===== config.mk =====
export PLATFORM = sky130hd
export DESIGN_NAME = sw_status_monitor
export DESIGN_NICKNAME = d
export VERILOG_FILES = /design/src/logic/chip_io_pkg.sv /design/src/logic/sw_status_monitor.sv
export SDC_FILE = /design/constraint.sdc
export NUM_CORES = 1
export LEC_CHECK = 0
export BUFFER_PORTS_ARGS = -buffer_cell sky130_fd_sc_hd__buf_2
export CAP_MARGIN = 20
export CORE_UTILIZATION = 50
export CTS_BUF_LIST = sky130_fd_sc_hd__clkbuf_16
export CTS_CLUSTER_DIAMETER = 100
export DETAILED_ROUTE_END_ITERATION = 10
export PLACE_DENSITY_LB_ADDON = 0.08
export REMOVE_ABC_BUFFERS = 1
export SYNTH_ARGS = -nofsm -noshare
export SYNTH_HDL_FRONTEND = slang
export SYNTH_SLANG_ARGS = --single-unit

===== constraint.sdc =====
create_clock -name clk_i -period 1.1 [get_ports clk_i]
set_input_delay 0 -clock clk_i [delete_from_list [all_inputs] [get_ports clk_i]]
set_output_delay 0 -clock clk_i [all_outputs]
set_load 0.01 [all_outputs]

===== src/logic/chip_io_pkg.sv =====
// Chip I/O package
// Widths, RAM geometry, monitored software addresses and JTAG constants
`default_nettype none

package chip_io_pkg;

  // Data path and RAM
  localparam int DATA_W    = 32;
  localparam int RAM_AW    = 10;
  localparam int RAM_WORDS = 1 << RAM_AW;

  // SPI frame is command bit, address field, data word
  localparam int FRAME_ADDR_W   = 15;
  localparam int SPI_FRAME_BITS = 1 + FRAME_ADDR_W + DATA_W;
  localparam int SPI_CNT_W      = 6;

  // Word addresses watched by the software status monitor
  localparam logic [RAM_AW-1:0] SW_TEST_STATUS_ADDR = 10'h3F8;
  localparam logic [RAM_AW-1:0] SW_LOG_ADDR         = 10'h3FC;

  // JTAG instruction register and IDCODE
  localparam int                   JTAG_IR_W       = 4;
  localparam logic [JTAG_IR_W-1:0] JTAG_IR_IDCODE  = 4'b0001;
  localparam logic [JTAG_IR_W-1:0] JTAG_IR_BYPASS  = 4'b1111;
  localparam logic [JTAG_IR_W-1:0] JTAG_IR_CAPTURE = 4'b0101;
  localparam logic [DATA_W-1:0]    JTAG_IDCODE     = 32'h1A2B_3C4D;

  // TAP controller states
  localparam int                  TAP_ST_W       = 4;
  localparam logic [TAP_ST_W-1:0] TAP_TLR        = 4'h0;
  localparam logic [TAP_ST_W-1:0] TAP_RTI        = 4'h1;
  localparam logic [TAP_ST_W-1:0] TAP_SELECT_DR  = 4'h2;
  localparam logic [TAP_ST_W-1:0] TAP_CAPTURE_DR = 4'h3;
  localparam logic [TAP_ST_W-1:0] TAP_SHIFT_DR   = 4'h4;
  localparam logic [TAP_ST_W-1:0] TAP_EXIT1_DR   = 4'h5;
  localparam logic [TAP_ST_W-1:0] TAP_PAUSE_DR   = 4'h6;
  localparam logic [TAP_ST_W-1:0] TAP_EXIT2_DR   = 4'h7;
  localparam logic [TAP_ST_W-1:0] TAP_UPDATE_DR  = 4'h8;
  localparam logic [TAP_ST_W-1:0] TAP_SELECT_IR  = 4'h9;
  localparam logic [TAP_ST_W-1:0] TAP_CAPTURE_IR = 4'hA;
  localparam logic [TAP_ST_W-1:0] TAP_SHIFT_IR   = 4'hB;
  localparam logic [TAP_ST_W-1:0] TAP_EXIT1_IR   = 4'hC;
  localparam logic [TAP_ST_W-1:0] TAP_PAUSE_IR   = 4'hD;
  localparam logic [TAP_ST_W-1:0] TAP_EXIT2_IR   = 4'hE;
  localparam logic [TAP_ST_W-1:0] TAP_UPDATE_IR  = 4'hF;

endpackage

`default_nettype wire


===== src/logic/sw_status_monitor.sv =====
// Software status monitor
// Snoops RAM writes to the test status and log words and reports them
`timescale 1ns/1ps
`default_nettype none

module sw_status_monitor (
  input  logic                           clk_i,
  input  logic                           arst_n_i,
  input  logic                           wr_strobe_i,
  input  logic [chip_io_pkg::RAM_AW-1:0] wr_addr_i,
  input  logic [chip_io_pkg::DATA_W-1:0] wr_data_i,
  output logic                           test_status_valid_o,
  output logic                           log_valid_o,
  output logic [chip_io_pkg::DATA_W-1:0] test_status_o,
  output logic [chip_io_pkg::DATA_W-1:0] log_data_o
);
  import chip_io_pkg::*;

  logic              status_hit, log_hit;
  logic              status_valid_q, log_valid_q;
  logic [DATA_W-1:0] status_q, log_q;

  assign status_hit = wr_strobe_i & (wr_addr_i == SW_TEST_STATUS_ADDR);
  assign log_hit    = wr_strobe_i & (wr_addr_i == SW_LOG_ADDR);

  // One-cycle pulse, data sticks until the next hit
  always_ff @(posedge clk_i or negedge arst_n_i) begin
    if (!arst_n_i) begin
      status_valid_q <= 1'b0;
      log_valid_q    <= 1'b0;
      status_q       <= '0;
      log_q          <= '0;
    end else begin
      status_valid_q <= status_hit;
      log_valid_q    <= log_hit;
      if (status_hit) begin
        status_q <= wr_data_i;
      end
      if (log_hit) begin
        log_q <= wr_data_i;
      end
    end
  end

  assign test_status_valid_o = status_valid_q;
  assign log_valid_o         = log_valid_q;
  assign test_status_o       = status_q;
  assign log_data_o          = log_q;

endmodule

`default_nettype wire


## Yosys cells after proc, flatten, opt, wreduce, memory -nomap -nowiden

Cells that the tools add are included.

| operators by class | value |
|---|---|
| order comparisons | 0 |
| multipliers | 0 |
| reduce and logical (&&, ||, !) cells | 0 |
| eq/ne operators | 2 |
| multiplexer cells | 0 |
| bitwise logic cells | 2 |
| divide/modulo/power cells | 0 |
| add/sub/neg operators | 0 |
| shifts and indexed selects | 0 |

Operators with widths:

| operator | count |
|---|---|
| $eq 10x10->1 const B | 2 |
| $and 1x1->1 | 2 |

| storage, ports and cells | value |
|---|---|
| latch bits | 0 |
| memories | 0 |
| memory bits (writable) | 0 |
| bits in read-only memories | 0 |
| output and inout port bits | 66 |
| bits in registers | 66 |
| input port bits | 45 |

## Depth between registers and ports, before layout

| logic depth | value |
|---|---|
| depth in word-level cells | 2 |
| mapped depth | 4 |
| mapped depth without buffers | 3 |

## Worst setup path before layout

No wires, ideal clock.

| timing | value |
|---|---|
| kind | input to register |
| start | in wr_addr_i[0] (netlist bit) |
| end | reg status_q[0] (netlist: test_status_o[0]) |
| arrival | 1.146 ns |
| data required time | 0.975 ns |
| slack | -0.171 ns |
| stages on the path | 4 |
| cell sequence | nand4bb_4 > nor4_4 > buf_6 > mux2_2 |

| between the ends | value |
|---|---|
| longest elaborated chain between the ends | 2 |

RTL lines:

| item | line | text |
|---|---|---|
| start, declared | sw_status_monitor.sv:10 | `input logic [chip_io_pkg::RAM_AW-1:0] wr_addr_i,` |
| $eq 10x10->1 | sw_status_monitor.sv:23 | `assign status_hit = wr_strobe_i & (wr_addr_i == SW_TEST_STATUS_ADDR);` |
| $and 1x1->1 | sw_status_monitor.sv:23 |  |
| end signal, assigned | sw_status_monitor.sv:37 | `status_q <= wr_data_i;` |
| end, declared | sw_status_monitor.sv:21 | `logic [DATA_W-1:0] status_q, log_q;` |

No other way between the ends.
A chain may end at the register's enable or synchronous reset.

## Final worst setup path

| timing | value |
|---|---|
| start | in wr_addr_i[0] (netlist bit) |
| end | reg status_q[5] (netlist: test_status_o[5]) |

Same word-level chain as after synthesis.

==> results.sh <==
export IMPL_drv_cap=0
export IMPL_routed_wl_um=5810
export IMPL_end_kind="flop"
export IMPL_cp_max_fo=16
export IMPL_dp_slack_ns=-0.317
export IMPL_globalRouteTotalUtil_pct=23.1
export IMPL_clkLatencyLatePin_ns=0.32
export IMPL_cts_tree="yes"
export IMPL_die_area_um2=5350
export IMPL_worstSetupStartpointType="input pin"
export IMPL_synthToLayoutAreaGrowth_pct=52.3
export IMPL_vias=1796
export IMPL_crit_arrival_ns=1.25
export IMPL_cts_made_buffers=9
export IMPL_hold_violations=0
export IMPL_min_path_cells=3
export IMPL_crit_start="wr_addr_i[0]"
export IMPL_p_leak_nw=2.18
export IMPL_p_per_area_nw_per_um2=1420
export IMPL_start_util_pct=52.9
export IMPL_n_antenna_cell=0
export IMPL_grt_max_degree=67
export IMPL_synth_seq_area_share_pct=65.3
export IMPL_vias_per_cell=4.84
export IMPL_fin_hold_ws_ns=0.0103
export IMPL_cts_resized=0
export IMPL_place_hpwl_um=3450
export IMPL_synth_seq_cells=66
export IMPL_crit_type="in2reg"
export IMPL_portBuffers=110
export IMPL_ios=111
export IMPL_synth_cell_types=12
export IMPL_design_core_area_um2=4790
export IMPL_finalClockSkew_ns=0
export IMPL_gp_congestion=0.683
export IMPL_final_common_cell="buf_2"
export IMPL_clkTransAtPathRegs_ns=0.05
export IMPL_worst_pin_slew_ns=0.345
export IMPL_detail_route_antenna_nets=0
export IMPL_mostFrequentLayoutCells="buf_2 (110), dfrtp_1 (66), mux2_2 (60)"
export IMPL_ir_worst_vdd_uv=1120
export IMPL_drive_above_1_share_pct=63.2
export IMPL_syn_area_um2=2530
export IMPL_cts_sinks=66
export IMPL_worstReg2RegStart="test_status_o[11]$_DFFE_PN0P_"
export IMPL_antenna_found_initial=0
export IMPL_die_h_um=73.1
export IMPL_nets=345
export IMPL_hold_class="in2reg"
export IMPL_status="finished clean"
export IMPL_wl_per_cell_um=15.6
export IMPL_max_freq_mhz=958
export IMPL_clock_path_buffers=2
export IMPL_setup_viol_count_final=0
export IMPL_grt_overflow=0
export IMPL_drtIter0Drc=49
export IMPL_syn_instance_count=143
export IMPL_grt_pass1_wl_um=8890
export IMPL_drc_errors=0
export IMPL_syn_mean_instance_area_um2=17.7
export IMPL_synth_warnings=0
export IMPL_grt_pass1_vias=1862
export IMPL_period_needed_ns=1.04
export IMPL_r2r_end="test_status_o[11]$_DFFE_PN0P_"
export IMPL_rr_worst_depth=1
export IMPL_dr_pass1_iters=4
export IMPL_reg2reg_setup_slack_ns=0.33
export IMPL_htreeDepth=3
export IMPL_fin_ws_ns=0.0563
export IMPL_maxSlewHeadroom_pct=77.0
export IMPL_die_w_um=73.1
export IMPL_required_ns=1.30
export IMPL_rsz0062_at_grt="no"
export IMPL_post_route_period_util_pct=94.9
export IMPL_rows=25
export IMPL_min_to="test_status_valid_o$_DFF_PN0_"
export IMPL_hold_start="wr_addr_i[4]"
export IMPL_clockRootBuffer="clkbuf_16"
export IMPL_maxSlewViolCount=0
[layer usage]
layer	track usage, %	vias up	wire (µm)
met3	6.63	12	324
met5	0	-	0
met1	27.1	888	2340
met4	11.3	0	115
met2	38.8	69	3030
li1	-	827	-
[power by group]
group / switching, W / internal, W / leakage (nW)
sequential: 0.0000166 / 0.00247 / 0.919
combinational: 0.000156 / 0.000202 / 1.12
clock: 0.000947 / 0.00170 / 0.139
[cells by family (layout without fill, tap and decap cells)]
family        Yosys count  in the layout  share of synthesized area, %
buf+inv                 6            167                          2.23
flops                  66             66                          65.3
mux                    64             64                          28.5
simple gates            7              7                          4.01
[critical path, stage by stage]
cell and delay [ns]:
buf_2 0.10, nand4bb_4 0.26, nor4_4 0.16, buf_4 0.18
clkbuf_16 0.19, mux2_2 0.35
[timing repair]
action	CTS	global route
setup buffers	0	1
setup endpoints to repair	0	32
hold endpoints to repair	131	0
hold buffers	35	0
[cells in the mapped netlist]
| master | count | area share [%] |
|---|---|---|
| mux2_2 | 60 | 27 |
| nor4_1 | 1 | 0.25 |
| dfrtp_1 | 66 | 65 |
| buf_4 | 3 | 0.89 |
| nor4_4 | 1 | 0.84 |
| nand3_1 | 1 | 0.20 |
| nand2_1 | 1 | 0.15 |
| buf_6 | 3 | 1.3 |
| nand4_4 | 1 | 0.84 |
| nor3_4 | 1 | 0.64 |
| nand4bb_4 | 1 | 1.1 |
| mux2_1 | 4 | 1.8 |
[state kept, by name (all words and copies together), names as in the netlist]
name,count
log_data_o,32
test_status_o,32
log_valid_o,1
test_status_valid_o,1
[worst max path at each step]
stage                                         end  depth (start not counted)
floorplan            test_status_o[0]$_DFFE_PN0P_                          3
global placement     test_status_o[3]$_DFFE_PN0P_                          5
detailed placement  test_status_o[11]$_DFFE_PN0P_                          5
CTS                 test_status_o[23]$_DFFE_PN0P_                          5
global route         test_status_o[5]$_DFFE_PN0P_                          6
finish               test_status_o[5]$_DFFE_PN0P_                          6
[final cells by class]
cell class | count | area [µm²]
Sequential cell | 66 | 1650
Multi-Input combinational cell | 71 | 822
Clock buffer | 9 | 225
Clock inverter | 6 | 50.0
Fill cell | 297 | 932
Timing Repair Buffer | 152 | 1020
Tap cell | 67 | 83.8
[per-stage QoR]
stage	cell area, µm²	TNS (ns)	util, %	total power, W	instances
floorplan	2470	-44.69	-	0.00259	137
global placement	3200	-16.12	66.8	0.00278	319
detailed placement	3200	-17.65	66.8	0.00279	319
CTS	3820	0	79.8	0.00553	369
global route	3850	0	80.5	0.00567	371
finish	3850	0	80.5	0.00549	371
(Power assumes the default switching activity.)
