==> config.mk <==
export PLATFORM = sky130hd
export DESIGN_NAME = jtag_tap
export DESIGN_NICKNAME = d
export VERILOG_FILES = /design/src/logic/chip_io_pkg.sv /design/src/logic/jtag_tap.sv
export SDC_FILE = /design/constraint.sdc
export NUM_CORES = 1
export LEC_CHECK = 0
export BUFFER_PORTS_ARGS = -buffer_cell sky130_fd_sc_hd__clkbuf_2
export CAP_MARGIN = 20
export CORE_MARGIN = 2
export CORE_UTILIZATION = 54
export CTS_CLUSTER_DIAMETER = 40
export DETAILED_ROUTE_END_ITERATION = 8
export PLACE_DENSITY_LB_ADDON = 0.15
export SLEW_MARGIN = 20
export SYNTH_ARGS = -nofsm -noshare
export SYNTH_HDL_FRONTEND = slang
export SYNTH_SLANG_ARGS = --single-unit
==> constraint.sdc <==
create_clock -name clk_i -period 3.5 [get_ports clk_i]
set_input_delay 0.35 -clock clk_i [delete_from_list [all_inputs] [get_ports clk_i]]
set_output_delay 0.35 -clock clk_i [all_outputs]
set_load 0.01 [all_outputs]
==> src/logic/chip_io_pkg.sv <==
// Chip I/O package
// Widths, RAM geometry, monitored software addresses and JTAG constants
`default_nettype none

package chip_io_pkg;

  // Data path and RAM
  localparam int DATA_W    = 32;
  localparam int RAM_AW    = 10;
  localparam int RAM_WORDS = 1 << RAM_AW;

  // SPI frame is command bit, address field, data word
  localparam int FRAME_ADDR_W   = 15;
  localparam int SPI_FRAME_BITS = 1 + FRAME_ADDR_W + DATA_W;
  localparam int SPI_CNT_W      = 6;

  // Word addresses watched by the software status monitor
  localparam logic [RAM_AW-1:0] SW_TEST_STATUS_ADDR = 10'h3F8;
  localparam logic [RAM_AW-1:0] SW_LOG_ADDR         = 10'h3FC;

  // JTAG instruction register and IDCODE
  localparam int                   JTAG_IR_W       = 4;
  localparam logic [JTAG_IR_W-1:0] JTAG_IR_IDCODE  = 4'b0001;
  localparam logic [JTAG_IR_W-1:0] JTAG_IR_BYPASS  = 4'b1111;
  localparam logic [JTAG_IR_W-1:0] JTAG_IR_CAPTURE = 4'b0101;
  localparam logic [DATA_W-1:0]    JTAG_IDCODE     = 32'h1A2B_3C4D;

  // TAP controller states
  localparam int                  TAP_ST_W       = 4;
  localparam logic [TAP_ST_W-1:0] TAP_TLR        = 4'h0;
  localparam logic [TAP_ST_W-1:0] TAP_RTI        = 4'h1;
  localparam logic [TAP_ST_W-1:0] TAP_SELECT_DR  = 4'h2;
  localparam logic [TAP_ST_W-1:0] TAP_CAPTURE_DR = 4'h3;
  localparam logic [TAP_ST_W-1:0] TAP_SHIFT_DR   = 4'h4;
  localparam logic [TAP_ST_W-1:0] TAP_EXIT1_DR   = 4'h5;
  localparam logic [TAP_ST_W-1:0] TAP_PAUSE_DR   = 4'h6;
  localparam logic [TAP_ST_W-1:0] TAP_EXIT2_DR   = 4'h7;
  localparam logic [TAP_ST_W-1:0] TAP_UPDATE_DR  = 4'h8;
  localparam logic [TAP_ST_W-1:0] TAP_SELECT_IR  = 4'h9;
  localparam logic [TAP_ST_W-1:0] TAP_CAPTURE_IR = 4'hA;
  localparam logic [TAP_ST_W-1:0] TAP_SHIFT_IR   = 4'hB;
  localparam logic [TAP_ST_W-1:0] TAP_EXIT1_IR   = 4'hC;
  localparam logic [TAP_ST_W-1:0] TAP_PAUSE_IR   = 4'hD;
  localparam logic [TAP_ST_W-1:0] TAP_EXIT2_IR   = 4'hE;
  localparam logic [TAP_ST_W-1:0] TAP_UPDATE_IR  = 4'hF;

endpackage

`default_nettype wire

==> src/logic/jtag_tap.sv <==
// JTAG TAP controller
// 16-state TAP with a 4-bit IR, supporting IDCODE and BYPASS only
`timescale 1ns/1ps
`default_nettype none

module jtag_tap (
  input  logic clk_i,
  input  logic arst_n_i,
  input  logic tck_rise_i,
  input  logic tck_fall_i,
  input  logic tms_i,
  input  logic tdi_i,
  input  logic trst_n_i,
  output logic tdo_o
);
  import chip_io_pkg::*;

  logic [TAP_ST_W-1:0]  state_q, state_d;
  logic [JTAG_IR_W-1:0] ir_q, ir_shift_q;
  logic [DATA_W-1:0]    idcode_q;
  logic                 bypass_q;
  logic                 sel_idcode;
  logic                 tdo_q;

  // Anything other than IDCODE falls back to BYPASS
  assign sel_idcode = (ir_q == JTAG_IR_IDCODE);

  always_comb begin
    case (state_q)
      TAP_TLR:        state_d = tms_i ? TAP_TLR       : TAP_RTI;
      TAP_RTI:        state_d = tms_i ? TAP_SELECT_DR : TAP_RTI;
      TAP_SELECT_DR:  state_d = tms_i ? TAP_SELECT_IR : TAP_CAPTURE_DR;
      TAP_CAPTURE_DR: state_d = tms_i ? TAP_EXIT1_DR  : TAP_SHIFT_DR;
      TAP_SHIFT_DR:   state_d = tms_i ? TAP_EXIT1_DR  : TAP_SHIFT_DR;
      TAP_EXIT1_DR:   state_d = tms_i ? TAP_UPDATE_DR : TAP_PAUSE_DR;
      TAP_PAUSE_DR:   state_d = tms_i ? TAP_EXIT2_DR  : TAP_PAUSE_DR;
      TAP_EXIT2_DR:   state_d = tms_i ? TAP_UPDATE_DR : TAP_SHIFT_DR;
      TAP_UPDATE_DR:  state_d = tms_i ? TAP_SELECT_DR : TAP_RTI;
      TAP_SELECT_IR:  state_d = tms_i ? TAP_TLR       : TAP_CAPTURE_IR;
      TAP_CAPTURE_IR: state_d = tms_i ? TAP_EXIT1_IR  : TAP_SHIFT_IR;
      TAP_SHIFT_IR:   state_d = tms_i ? TAP_EXIT1_IR  : TAP_SHIFT_IR;
      TAP_EXIT1_IR:   state_d = tms_i ? TAP_UPDATE_IR : TAP_PAUSE_IR;
      TAP_PAUSE_IR:   state_d = tms_i ? TAP_EXIT2_IR  : TAP_PAUSE_IR;
      TAP_EXIT2_IR:   state_d = tms_i ? TAP_UPDATE_IR : TAP_SHIFT_IR;
      TAP_UPDATE_IR:  state_d = tms_i ? TAP_SELECT_DR : TAP_RTI;
      default:        state_d = TAP_TLR;
    endcase
  end

  // State and IR; trst_n acts as a synchronous TAP reset
  always_ff @(posedge clk_i or negedge arst_n_i) begin
    if (!arst_n_i) begin
      state_q <= TAP_TLR;
      ir_q    <= JTAG_IR_IDCODE;
    end else if (!trst_n_i) begin
      state_q <= TAP_TLR;
      ir_q    <= JTAG_IR_IDCODE;
    end else if (tck_rise_i) begin
      state_q <= state_d;
      if (state_d == TAP_TLR) begin
        ir_q <= JTAG_IR_IDCODE;
      end else if (state_q == TAP_UPDATE_IR) begin
        ir_q <= ir_shift_q;
      end
    end
  end

  // Capture and shift paths
  always_ff @(posedge clk_i) begin
    if (tck_rise_i) begin
      case (state_q)
        TAP_CAPTURE_IR: ir_shift_q <= JTAG_IR_CAPTURE;
        TAP_SHIFT_IR:   ir_shift_q <= {tdi_i, ir_shift_q[JTAG_IR_W-1:1]};
        TAP_CAPTURE_DR: begin
          idcode_q <= JTAG_IDCODE;
          bypass_q <= 1'b0;
        end
        TAP_SHIFT_DR: begin
          idcode_q <= {tdi_i, idcode_q[DATA_W-1:1]};
          bypass_q <= tdi_i;
        end
        default: ;
      endcase
    end
  end

  // tdo moves on the falling edge, LSB first
  always_ff @(posedge clk_i or negedge arst_n_i) begin
    if (!arst_n_i) begin
      tdo_q <= 1'b0;
    end else if (tck_fall_i) begin
      if (state_q == TAP_SHIFT_IR) begin
        tdo_q <= ir_shift_q[0];
      end else if (state_q == TAP_SHIFT_DR) begin
        tdo_q <= sel_idcode ? idcode_q[0] : bypass_q;
      end else begin
        tdo_q <= 1'b0;
      end
    end
  end

  assign tdo_o = tdo_q;

endmodule

`default_nettype wire

### Yosys cells after proc, flatten, opt, wreduce, memory -nomap -nowiden

Index checks and enable logic that the tools add are counted.

* bitwise operators: 0
* add/sub/neg operators: 0
* reductions and logical operators: 10
* muxes and demuxes: 25
* eq/ne operators: 18
* magnitude comparators: 0
* multiply operators: 0
* shift operators: 0
* divide/modulo/power cells: 0

Operators with widths (count)
* 32-bit one-hot mux with 2 select lines: 1
* 4-bit one-hot mux with 12 select lines: 1
* 4-bit two-way mux: 10
* 4-bit == test (second input constant): 8
* 4-bit by 3-bit == test with 1-bit output (second input constant): 4
* 4-bit by 1-bit == test with 1-bit output (second input constant): 2
* 4-bit by 2-bit == test with 1-bit output (second input constant): 2
* 4-bit logical NOT: 2
* 4-bit one-hot mux with 2 select lines: 1
* 1-bit two-way mux: 6
* 2-bit two-way mux: 3
* 3-bit two-way mux: 2
* 2-bit AND reduction: 3
* 2-bit nonzero test: 2
* 2-bit OR reduction: 2
* 3-bit by 1-bit inequality test with 1-bit output (second input constant): 1
* 3-bit OR reduction: 1
* 2-bit inequality test (second input constant): 1
* 1-bit one-hot mux with 2 select lines: 1

* memories: 0
* bits in registers: 46
* output and inout bits: 1
* input bits: 7
* bits in writable memories: 0
* bits in read-only memories: 0
* bits in latches: 0
* word-level logic and storage cells: 59

### Logic depth before layout (Yosys ltp)

* word-level depth: 7
* gate-level depth with buffers: 5
* depth with buffers taken out: 3

### Worst setup path before layout

OpenSTA, ideal clock, no wires.

* path kind: reg2reg
* from: reg state_q[2]
* to: reg bypass_q (enable)
* cell stages (with the launch flop): 6
* buffers on the path: 2
* data required time: 3029 ps
* setup slack: -299 ps
* arrival time: 3328 ps
* period minus slack after synthesis: 3799 ps
* setup time: 471 ps
* path through: dfrtp_1 buf_6 buf_2 nor3b_1 a21oi_1 nor3b_1

* longest elaborated chain between the ends: 3
* elaborated cells between the ends (all ways): 4
* classes of those cells: 2 x eq/ne; 2 x reduce/logical

Ends and longest elaborated chain
* from (decl): RTL line jtag_tap.sv:18 `logic [TAP_ST_W-1:0] state_q, state_d;`
* from (signal assigned): RTL line jtag_tap.sv:59 `state_q <= state_d;`
* 4-bit by 3-bit == test with 1-bit output / 4-bit by 2-bit == test with 1-bit output (equally long branches): RTL line jtag_tap.sv:71 `case (state_q)`
* 2-bit nonzero test (no source line) (*)
* 2-bit AND reduction (no source line) (*)
* to (signal assigned): RTL line jtag_tap.sv:80 `bypass_q <= tdi_i;`
* to (decl): RTL line jtag_tap.sv:21 `logic bypass_q;`

Every way passes the cells marked *; elsewhere a longest branch is shown, timed or not.
A chain may end at the register's enable or synchronous reset.

### Worst setup path after layout

* from: reg state_q[3]
* to: reg idcode_q[25] (data pin)

* longest elaborated chain between the ends: 2
* elaborated cells between the ends (all ways): 3
* classes of those cells: 2 x eq/ne; 1 x mux

Ends and longest elaborated chain
* 4-bit by 3-bit == test with 1-bit output / 4-bit by 2-bit == test with 1-bit output (equally long branches): RTL line jtag_tap.sv:71
* 32-bit one-hot mux with 2 select lines (*): RTL line jtag_tap.sv:71
* to (signal assigned): RTL line jtag_tap.sv:79 `idcode_q <= {tdi_i, idcode_q[DATA_W-1:1]};`
* to (decl): RTL line jtag_tap.sv:20 `logic [DATA_W-1:0] idcode_q;`

Marks and branches as above.

==> impl_metrics.toml <==
[timing]
finalHoldViolCount = 0
worstMarginPinSlew_ps = 849
fin_skew_ps = 13.0
maxSlewViolCount = 0
rsz0062_at_grt = "false"
relSlewSlack_pct = 43.2
period_needed_ps = 2180
fmax_ghz = 0.458
period_share_pct = 62.4
finalSetupViolCount = 0
fin_tns_setup_ps = 0
fin_ws_ps = 1320

[route]
drtIter0Drc = 143
drt-total-wl_um = 3690
drtAntennaViolNets = 0
firstDrtPassIters = 4
vias = 1278
wire_per_inst_um = 16.9
via_per_inst = 5.86
drc_errors = 0

[power]
power_density_mw_per_mm2 = 435
intPower_uw = 759
max-vdd-ir-drop_mv = 0.317
pwr-share-seq_pct = 61.1
leakage_uw = 0.000742
combPwrFrac_pct = 4.9
p_sw_uw = 244
clockPowerShare_pct = 34.0
swShare_pct = 24.3

[clock_tree]
cts_tree = "built"
cts_root_buf = "clkbuf_8"
clk_pin_slew_ps = 100
cts_setup_buffers = 0
clk_latency_ps = 310
clockBufferDepth = 2
cts_htree_levels = 2
cts_buffers = 5
cts_sinks = 46

[placement]
dp_hpwl_um = 2300
port_buffers = 7
pre_cts_slack_ps = 1280
place.gp.congestion = 0.757

[cells_and_area]
drive_above_1_share_pct = 14.1
area_delta_synth_final_pct = 7.03
nets = 176
num-fill-cells = 302
final_cell_mix = "edfxtp_1 (37), and2_1 (21), nand2b_1 (17), dfrtp_1 (8), clkbuf_2 (7)"
multi_input_area_um2 = 734
diodes = 0
final_util_pct = 61.5
layout.cells.most_common = "edfxtp_1"
register_area_mm2 = 0.00134

[die]
rows = 22
die_area_mm2 = 0.00451
die_height_um = 67.1
die_w_um = 67.1
ios = 8
core_mm2 = 0.00374
initial_core_util_pct = 57.5

[critical_path]
cp_max_fo = 21
arrival_ps = 2240
startpoint = "state_q[3]"
reg2reg_depth = 3
crit_type = "reg -> reg"
endpoint_kind = "flop"
critPathLaunchType = "flop"
cp.required_ps = 3560
reg2reg_from = "state_q[3]"

[global_routing]
grt_max_degree = 34
track_usage_pct = 19.1
antenna_found_initial = 0
grt.overflow.total = 0
grt_pass1_vias = 1214
grt_pass1_wl_um = 6040

[synth]
synth-seq-area-share_pct = 62.2
syn-cell-area_mm2 = 0.00215
synth_cell_types = 43
syn-num-nets = 172
synth_warnings = 0
synth_cells = 165
ys_ff_latch = 46
syn_avg_cell_area_um2 = 13.0

[worst_hold_path]
holdCritPathClass = "in -> reg"
min_from = "tck_fall_i"
min_path_cells = 3

[run_status]
outcome = "complete, no violations"

[run]
cap_violations = 0
## cell usage after synthesis, drive strengths merged
library cell | instances | area (um^2)
and4 | 1 | 8.76
dfstp | 1 | 26.3
a31o | 1 | 8.76
a22o | 1 | 8.76
or3b | 1 | 11.3
and4b | 1 | 10.0
nor2b | 3 | 18.8
nand3 | 1 | 5.00
a31oi | 3 | 18.8
nor4b | 3 | 41.3
nor3b | 3 | 22.5
a21oi | 3 | 18.8
o211ai | 2 | 15.0
nor2 | 4 | 15.0
clkbuf | 6 | 22.5
nand2 | 4 | 15.0
mux2i | 2 | 20.0
buf | 7 | 50.1
dfrtp | 8 | 200
o2bb2ai | 1 | 8.76
nand2b | 17 | 106
edfxtp | 37 | 1110
or3 | 1 | 6.26
a211o | 1 | 8.76
o21a | 1 | 7.51
inv | 5 | 18.8
a32oi | 5 | 43.8
nor4bb | 1 | 10.0
a221oi | 2 | 17.5
a211oi | 1 | 12.5
or2b | 4 | 30.0
a41oi | 1 | 8.76
and2 | 21 | 131
xor2 | 1 | 8.76
nand4b | 2 | 17.5
o21ai | 5 | 25.0
o311ai | 4 | 42.6
## critical path: stages (launching register included)
cell,delay [ps]
dfrtp_1,660
nor4b_4,890
buf_4,310
nand2b_1,80
## cells by family after synthesis
logic type | Yosys count | synth area share, %
AO/OA/AOI/OAI | 31 | 11.4
XOR/XNOR | 1 | 0.407
flip-flops | 46 | 62.2
AND/OR/NAND/NOR | 67 | 20.9
buffers and inverters | 18 | 4.24
multiplexers | 2 | 0.930
## final timing paths
| path | end | slack (ps) |
|---|---|---|
| worst max-delay path | idcode_q[25] | 1320 |
| worst min-delay path | tdo_o | 270 |
| worst max register to register | idcode_q[25] | 1320 |
| worst min register to register | idcode_q[3] | 490 |
| max in group asynchronous | ir_q[0] | 2820 |
| min in group asynchronous | tdo_o | 420 |
## cell type report
cell class | count | area share [%]
multi-input cells | 101 | 31.9
inverters | 5 | 0.815
clock buffers | 5 | 2.99
well taps | 48 | 2.61
repair buffers | 10 | 2.61
flip-flops and latches | 46 | 58.1
clock inverters | 3 | 1.03
## state kept, by name, indices dropped and copies added (netlist names)
name	count
tdo_o	1
idcode_q	32
state_q	4
ir_shift_q	4
bypass_q	1
ir_q	4
## per-layer routing
layer  part of all wire, %  vias to the layer above  track usage (%)
li1                      -                      611                -
met2                    48                       22             29.7
met4                   2.4                        0             9.18
met1                    46                      636             24.8
met5                     0                        -                0
met3                   3.3                        9             5.50
## power groups by stage
stage	clock network (uW)	logic, uW	registers [uW]
2_1_floorplan	0	49.1	612
3_3_place_gp	0	45.7	623
3_5_place_dp	0	48.4	625
4_1_cts	347	49.4	612
5_1_grt	367	54.8	614
6_report	341	49.1	613
## through the flow
step	std cells	hold slack [ps]	instance area [um^2]	total power [uW]
floorplan	165	54.4	2160	661
global placement	209	228	2200	669
detailed placement	209	234	2200	673
CTS	218	270	2300	1010
global route	218	300	2300	1040
finish	218	273	2300	1000
## what timing repair did
action                    in CTS  in global routing
resized for setup              0                  0
hold buffers                   1                  0
hold endpoints to repair       8                  0
(Power assumes the default switching activity.)
