## config.mk

```make
export PLATFORM = sky130hd
export DESIGN_NAME = dps_pin_mux
export DESIGN_NICKNAME = d
export VERILOG_FILES = /design/src/logic/dps_pin_mux.sv
export SDC_FILE = /design/constraint.sdc
export NUM_CORES = 1
export LEC_CHECK = 0
export BUFFER_PORTS_ARGS = -buffer_cell sky130_fd_sc_hd__buf_2
export CORE_AREA = 2 2 39 41
export CTS_CLUSTER_SIZE = 8
export DETAILED_ROUTE_END_ITERATION = 8
export DIE_AREA = 0 0 41 43
export SLEW_MARGIN = 20
export SYNTH_ARGS = -nofsm -noshare
export SYNTH_HDL_FRONTEND = slang
export SYNTH_SLANG_ARGS = --single-unit
```

## constraint.sdc

```tcl
create_clock -name clk_i -period 0.8 [get_ports clk_i]
set_input_delay 0 -clock clk_i [delete_from_list [all_inputs] [get_ports clk_i]]
set_output_delay 0 -clock clk_i [all_outputs]
set_load 0.05 [all_outputs]
```

## src/logic/dps_pin_mux.sv

```systemverilog
// DPS pin mux
// Synchronizes the shared debug pads, detects clock edges and steers the
// pads to the JTAG TAP or the SPI device according to the latched strap
`timescale 1ns/1ps
`default_nettype none

module dps_pin_mux (
  input  logic clk_i,
  input  logic arst_n_i,
  input  logic mode_jtag_i,
  input  logic straps_valid_i,
  input  logic dps0_i,
  input  logic dps1_i,
  input  logic dps3_i,
  input  logic dps4_i,
  input  logic tdo_i,
  input  logic miso_i,
  output logic tck_rise_o,
  output logic tck_fall_o,
  output logic tms_o,
  output logic tdi_o,
  output logic trst_n_o,
  output logic sck_rise_o,
  output logic sck_fall_o,
  output logic mosi_o,
  output logic csb_o,
  output logic dps2_o
);

  // Bit order is dps4, dps3, dps1, dps0
  logic [3:0] pad_in;
  logic [3:0] sync1_q, sync2_q, sync3_q;
  logic       rise_q, fall_q;
  logic       jtag_sel, spi_sel;

  assign pad_in = {dps4_i, dps3_i, dps1_i, dps0_i};

  // Two sync flops, then a third stage for edge detection
  always_ff @(posedge clk_i or negedge arst_n_i) begin
    if (!arst_n_i) begin
      sync1_q <= 4'b0100;  // tms and csb idle high
      sync2_q <= 4'b0100;
      sync3_q <= 4'b0100;
      rise_q  <= 1'b0;
      fall_q  <= 1'b0;
    end else begin
      sync1_q <= pad_in;
      sync2_q <= sync1_q;
      sync3_q <= sync2_q;
      rise_q  <= sync2_q[0] & ~sync3_q[0];
      fall_q  <= ~sync2_q[0] & sync3_q[0];
    end
  end

  assign jtag_sel = straps_valid_i & mode_jtag_i;
  assign spi_sel  = straps_valid_i & ~mode_jtag_i;

  // Unselected side sees idle levels
  assign tck_rise_o = jtag_sel & rise_q;
  assign tck_fall_o = jtag_sel & fall_q;
  assign tms_o      = jtag_sel ? sync3_q[2] : 1'b1;
  assign tdi_o      = sync3_q[1];
  assign trst_n_o   = jtag_sel & sync3_q[3];

  assign sck_rise_o = spi_sel & rise_q;
  assign sck_fall_o = spi_sel & fall_q;
  assign mosi_o     = sync3_q[1];
  assign csb_o      = spi_sel ? sync3_q[2] : 1'b1;

  assign dps2_o = jtag_sel ? tdo_i : (spi_sel & miso_i);

endmodule

`default_nettype wire

```

# --- After elaboration in Yosys (flattened, before gate mapping) ---
# Cells that the tools add are included.
totals:
  inputBits: 10
  register_bits: 14
  wordCells: 21
op_classes:
  mux: 3
  bitwise: 13
op_table:
  columns: ["operator", "n"]
  rows:
  - ["$and 1x1->1", 10]
  - ["$mux 1", 3]
  - ["$not 1->1", 3]

# --- Logic depth before layout (Yosys ltp) ---
# Gate-level depths: netlist of run 1.
logic_depth:
  ltp_word: 4
  mapped_depth: 2
  mapped_depth_nobuf: 2

# --- Worst setup path before layout of run 1 ---
# Ideal clock, no wire load.
synth_timing:
  path_kind: "reg-to-output"
  start: "register sync3_q[2]"
  end: "output csb_o"
  path_slack_ps: -110
  path_stages_with_launch: 2
  n_path_buf: 0
  t_arrival_ps: 910
  t_required_ps: 800
  cell_sequence: "dfstp_2 > nand2b_1"
synth_between:
  elab_chain_len: 1
synth_rtl:
  columns: ["element", "line", "source"]
  rows:
  - ["start: declaration", "32", "logic [3:0] sync1_q, sync2_q, sync3_q;"]
  - ["start signal: assignment", "49", "sync3_q <= sync2_q;"]
  - ["$mux 1", "68", "assign csb_o = spi_sel ? sync3_q[2] : 1'b1;"]
  - ["end: declaration", "26", "output logic csb_o,"]
# Every way passes these cells.

# --- Final worst setup path of run 1 ---
layout_timing:
  start: "register sync3_q[2]"
  end: "output tms_o"
layout_between:
  elab_chain_len: 1
layout_rtl:
  columns: ["element", "line", "source"]
  rows:
  - ["$mux 1", "61", "assign tms_o = jtag_sel ? sync3_q[2] : 1'b1;"]
  - ["end: declaration", "20", "output logic tms_o,"]
# Every way passes these cells.

==> flow_metrics.tcl, run 1 <==
set metrics [dict create \
    status "complete, but fails checks" \
    violations "setup timing" \
    start_kind "register" \
    synth_xor_area_share_pct 0 \
    worstReg2RegStart "sync2_q[0]$_DFF_PN0_" \
    crit_arrival_ns 1.05 \
    fin_crit_ns 1.05 \
    drt_wl_total_um 737 \
    yosys-top-cells-area "dfrtp_1 (61%), dfstp_2 (18%), and3_2 (5.0%), nor2b_1 (4.2%), and2_1 (2.8%)" \
    dp_cells 61 \
    maxSlewHeadroom_pct 80.8 \
    yosys-mux-area-fraction_pct 2.23 \
    grt-ovfl-total 0 \
    synthArstFlopShare_pct 100 \
    drv_cap 0 \
    fin_util_pct 52.3 \
    cts_buffers 3 \
    hold_class "in2async" \
    ys_seq_area_share_pct 79.1 \
    p_comb_share_pct 15.3 \
    dieArea_um2 1760 \
    p_seq_share_pct 56.1 \
    nNetsFinal 65 \
    tightest_slew_ns 0.288 \
    ys.flop_type "dfrtp_1" \
    hold_violations 0 \
    r2r_slack_ns 0.18 \
    yosysWarningCount 0 \
    die_y_um 43 \
    yosys_register_bits 14 \
    num_vias 291 \
    tns_ns -1.28 \
    antenna_found_initial 0 \
    r2r_cells 1 \
    core_area_um2 1380 \
    port_buffers 19 \
    synth_top_cell_by_area "dfrtp_1" \
    synth_nets 37 \
    synth_top_family_by_area "simple AND/OR/NAND/NOR gates" \
    synth_most_common_cell "dfrtp_1" \
    initial_core_util_pct 32.4 \
    synthToLayoutAreaGrowth_pct 61.5 \
    synth.distinct_cells 10 \
    rsz0062_at_grt "yes" \
    gp_congestion 0.610 \
    whs_ns 0.140 \
    drv_slew 0 \
    numClockSinks 14 \
    drc 0 \
    power.internal_uw 1030 \
    antennaDiodeCount 0 \
    cts_tree "done" \
    p_per_area_nw_per_um2 1880 \
    ir_worst_vdd_mv 1.17 \
    grt_max_degree 15 \
    synth_edf_count 0 \
    endpoint_kind "primary output" \
    drive_gt1_share_pct 61.1 \
    drt-pass1-iter-count 1 \
    cts-root-buf "clkbuf_4" \
    p_leak_uw 0.000337 \
    vias_per_cell 4.16 \
    synth-simple-area-share_pct 17.0 \
    synth_top_area_share_pct 61.5 \
    synth_common_cells "dfrtp_1 (11), and3_2 (3), dfstp_2 (3), nor2b_1 (3), and2_1 (2)" \
    power_switching_uw 326 \
    clkPwrFrac_pct 28.6 \
    dpl_worst_slack_ns -0.0453 \
    fin_skew_ns 0.00452 \
    max_freq_mhz 952 \
    path_max_fanout 2 \
    die_width_um 41 \
    clockBufferDepth 2 \
    reg2reg_to "rise_q$_DFF_PN0_" \
    synth_cells 27 \
    avgRoutedWirePerCell_um 10.5 \
    grt_pass1_wl_um 1100 \
    syn-cell-area_um2 448 \
    grt_pass1_vias 308 \
    drtIter0Drc 0 \
    path_class "reg2out" \
    ant_nets 0 \
    final_cells 70 \
    htree_levels 1 \
    syn_area_per_cell_um2 16.6 \
    finalSetupViolCount 9 \
    worst_slack_ns -0.250 \
    switching_share_pct 24.0 \
    rows 14 \
    synthAdderAreaFrac_pct 0 \
    track_usage_pct 9.93 \
    insertion_delay_ns 0.27 \
    clkSlewWorstSetupHoldPaths_ns 0.08 \
    io_pins 20 \
    synth_compound_area_share_pct 0 \
    critPathRequiredTime_ns 0.80 \
    fin_crit_sh_pct 131 \
]
-- worst max-delay path by stage --
stage	start	to
after floorplan	sync3_q[2]$_DFF_PN1_	tms_o
after global placement	sync3_q[2]$_DFF_PN1_	tms_o
after detailed placement	sync3_q[2]$_DFF_PN1_	csb_o
after CTS	sync3_q[2]$_DFF_PN1_	tms_o
after global routing	sync3_q[2]$_DFF_PN1_	tms_o
final	sync3_q[2]$_DFF_PN1_	tms_o
-- logic make-up (layout without fill, tap and decap cells) --
group	Yosys count	in the layout
DFF	14	14
and+or+nand+nor	11	11
muxes	1	1
buffers and inverters	1	28
-- through the flow --
| step | total power, uW | area [um2] |
|---|---|---|
| finish | 1360 | 723 |
| detailed placement | 927 | 559 |
| global route | 1430 | 723 |
| CTS | 1370 | 719 |
| floorplan | 869 | 452 |
| global placement | 923 | 559 |
-- power groups by stage --
| stage | Clock [uW] | Combinational [uW] | Sequential (uW) |
|---|---|---|---|
| 6_report | 389 | 207 | 762 |
| 5_1_grt | 446 | 221 | 767 |
| 4_1_cts | 406 | 205 | 762 |
| 3_5_place_dp | 0 | 153 | 774 |
| 3_3_place_gp | 0 | 151 | 772 |
| 2_1_floorplan | 0 | 88.9 | 781 |
-- area by class of cell --
cell class,instances,area [um2]
clock buffers,4,26.3
repair buffers,24,216
fillers,121,661
flip-flops and latches,14,355
multi-input cells,12,105
well taps,16,20.0
-- sequential cells by signal, summed over array words and instances (netlist names) --
register / flops
sync1_q: 4
sync2_q: 4
sync3_q: 4
fall_q: 1
rise_q: 1
-- critical path, cell delays in order (launching register included) --
cell,delay (ns)
dfstp_2,0.52
nand3b_1,0.11
buf_6,0.16
-- layout by cell type (no fill, tap or decap), drive strengths merged --
cell / synthesis / layout
nand3b: 1 / 1
dfstp: 3 / 3
nor2b: 4 / 4
mux2i: 1 / 1
clkbuf: 0 / 4
dlygate4sd3: 0 / 5
and3: 3 / 3
and2: 2 / 2
buf: 1 / 19
dfrtp: 11 / 11
nand2b: 1 / 1
-- metal layers --
layer,vias to the layer above,part of all wire [%],GRT usage [%]
met1,131,29,6.38
li1,142,-,-
met3,0,7.6,1.57
met2,18,64,20.6
met5,-,0,0
met4,0,0,6.00
-- timing repair --
| action | 4_1_cts | 5_1_grt |
|---|---|---|
| hold buffers | 5 | 0 |
| setup buffers | 0 | 0 |
| gates cloned | 0 | 0 |
| setup endpoints to repair | 9 | 9 |
| endpoints found under the hold margin | 18 | 0 |
| resized for setup | 26 | 1 |
Power figures use the tool's default switching activity.
==> inputs of run 2 (changes only) <==
--- a/config.mk
+++ b/config.mk
@@ -5,6 +5,7 @@
 export SDC_FILE = /design/constraint.sdc
 export NUM_CORES = 1
 export LEC_CHECK = 0
+export ABC_AREA = 1
 export BUFFER_PORTS_ARGS = -buffer_cell sky130_fd_sc_hd__buf_2
 export CORE_AREA = 2 2 39 41
 export CTS_CLUSTER_SIZE = 8
==> flow_metrics.tcl, run 2 <==
set metrics [dict create \
    reg_top3 "sync1_q x4, sync2_q x4, sync3_q x4" \
    synthArstFlopShare_pct 100 \
    core_area_um2 1380 \
    ant_nets 0 \
    ys.flop_type "dfrtp_1" \
    endpoint_kind "primary output" \
    antenna_found_initial 0 \
    synthToLayoutAreaGrowth_pct 63.2 \
    die_width_um 41 \
    fin_crit_ns 1.04 \
    reg2reg_to "rise_q$_DFF_PN0_" \
    io_pins 20 \
    worst_slack_ns -0.243 \
    worstPathCellList "inv_2 > nand3_2 > buf_8" \
    path_max_fanout 2 \
    vias_per_cell 3.99 \
    start_kind "register" \
    die_y_um 43 \
    total_power_uw 1450 \
    grt-ovfl-total 0 \
    worstReg2RegStart "sync2_q[0]$_DFF_PN0_" \
    synth_cells 36 \
    ir_worst_vdd_mv 1.07 \
    drv_slew 0 \
    yosysWarningCount 0 \
    rows 14 \
    maxSlewHeadroom_pct 81.0 \
    dieArea_um2 1760 \
    fin_crit_sh_pct 130 \
    synth.distinct_cells 7 \
    antennaDiodeCount 0 \
    synth_most_common_cell "dfrtp_1" \
    htree_levels 1 \
    cp_top_family "flip-flops" \
    hold_violations 0 \
    synth_nets 46 \
    port_buffers 19 \
    drive_gt1_share_pct 58.7 \
    synth_top_area_share_pct 61.8 \
    fillerInstances 122 \
    crit_slowest_cell "dfstp_2" \
    drt_wl_total_um 650 \
    drtIter0Drc 0 \
    max_stage_delay_ns 0.53 \
    r2r_cells 2 \
    yosys-top-cells-area "dfrtp_1 (62%), dfstp_2 (18%), inv_1 (5.9%), nor2_1 (5.9%), nand3_1 (4.5%)" \
    switching_share_pct 23.7 \
    gp_congestion 0.607 \
    grt_pass1_wl_um 890 \
    finalSetupViolCount 9 \
    power.internal_uw 1110 \
    num_vias 315 \
    synth_top_cell_by_area "dfrtp_1" \
    fin_skew_ns 0.000881 \
    clkPwrFrac_pct 33.1 \
    syn-cell-area_um2 445 \
    yosys_register_bits 14 \
    fin_util_pct 52.5 \
    hold_class "in2async" \
    p_leak_uw 0.000359 \
    initial_core_util_pct 32.2 \
    drv_cap 0 \
    cts_buffers 3 \
    clockBufferDepth 2 \
    rsz0062_at_grt "yes" \
    path_buf_inv 2 \
    mostFrequentLayoutCells "dfrtp_1 (10), buf_2 (10), buf_6 (7)" \
    nNetsFinal 74 \
    drc 0 \
    synth_common_cells "dfrtp_1 (11), inv_1 (7), nor2_1 (7), nand3_1 (4)" \
    max_freq_mhz 959 \
    p_seq_share_pct 52.6 \
    synth_edf_count 0 \
    p_per_area_nw_per_um2 1990 \
    violations "setup timing" \
    tightest_slew_ns 0.285 \
    avgRoutedWirePerCell_um 8.23 \
    power_switching_uw 344 \
    insertion_delay_ns 0.27 \
    critPathRequiredTime_ns 0.80 \
    grt_pass1_vias 255 \
    path_class "reg2out" \
    clkSlewWorstSetupHoldPaths_ns 0.08 \
    status "complete, but fails checks" \
    crit_arrival_ns 1.04 \
    cts-root-buf "clkbuf_4" \
    numClockSinks 14 \
    grt_max_degree 15 \
    track_usage_pct 8.58 \
    cts_tree "done" \
    p_comb_share_pct 14.3 \
    r2r_slack_ns 0.21 \
    post-cts-setup-buffers 0 \
    place.detailed.hpwl_um 422 \
    drt-pass1-iter-count 1 \
    ys_seq_area_share_pct 79.5 \
    syn_area_per_cell_um2 12.4 \
]
[run 2: cell type report]
class	instances	area (um2)	area share, %
clock buffers	4	36.3	4.99
inverters	7	26.3	3.61
multi-input cells	14	80.1	11.0
flip-flops and latches	14	355	48.9
well taps	16	20.0	2.75
repair buffers	24	209	28.7
[run 2: routing by layer]
metal | vias to the layer above | share of wire (%) | GRT usage, %
li1 | 158 | - | -
met2 | 18 | 56 | 13.8
met3 | 0 | 8.9 | 1.57
met5 | - | 0 | 0
met4 | 0 | 0 | 12.0
met1 | 139 | 35 | 6.38
[run 2: kinds of logic (layout without fill, tap and decap cells)]
logic type,Yosys count,in the layout,synth area share [%]
DFF,14,14,79.5
and+or+nand+nor,14,14,12.9
buffers and inverters,8,35,7.59
[run 2: through the flow]
| step | setup WS, ns | TNS [ns] | hold slack, ns | area, um2 | instances |
|---|---|---|---|---|---|
| 3_3_place_gp | -0.0430 | -0.0856 | -0.104 | 567 | 70 |
| 5_1_grt | -0.281 | -1.49 | 0.146 | 727 | 79 |
| 2_1_floorplan | -0.202 | -0.807 | -0.296 | 459 | 36 |
| 6_report | -0.243 | -1.04 | 0.130 | 727 | 79 |
| 3_5_place_dp | -0.0552 | -0.107 | -0.100 | 567 | 70 |
| 4_1_cts | -0.262 | -1.28 | 0.122 | 714 | 79 |
[run 2: worst max path at each step]
stage                     slack, ns  cells after the start         end                 start
after floorplan               -0.20                      2  sck_fall_o      fall_q$_DFF_PN0_
after global placement        -0.04                      3       csb_o  sync3_q[2]$_DFF_PN1_
after detailed placement      -0.06                      3       tms_o  sync3_q[2]$_DFF_PN1_
after CTS                     -0.26                      3       tms_o  sync3_q[2]$_DFF_PN1_
after global routing          -0.28                      3       tms_o  sync3_q[2]$_DFF_PN1_
final                         -0.24                      3       tms_o  sync3_q[2]$_DFF_PN1_
[run 2: power by group through the flow]
| stage | clock (uW) | sequential (uW) | combinational (uW) |
|---|---|---|---|
| CTS | 510 | 762 | 203 |
| global placement | 0 | 772 | 157 |
| finish | 480 | 762 | 208 |
| detailed placement | 0 | 773 | 159 |
| floorplan | 0 | 781 | 93.0 |
| global route | 528 | 766 | 221 |
[run 2: repair_timing]
item | 4_1_cts | 5_1_grt
hold endpoints to repair | 18 | 0
hold buffers | 5 | 0
setup endpoints to repair | 9 | 9
pin swaps | 5 | 0
gates resized for setup | 22 | 5
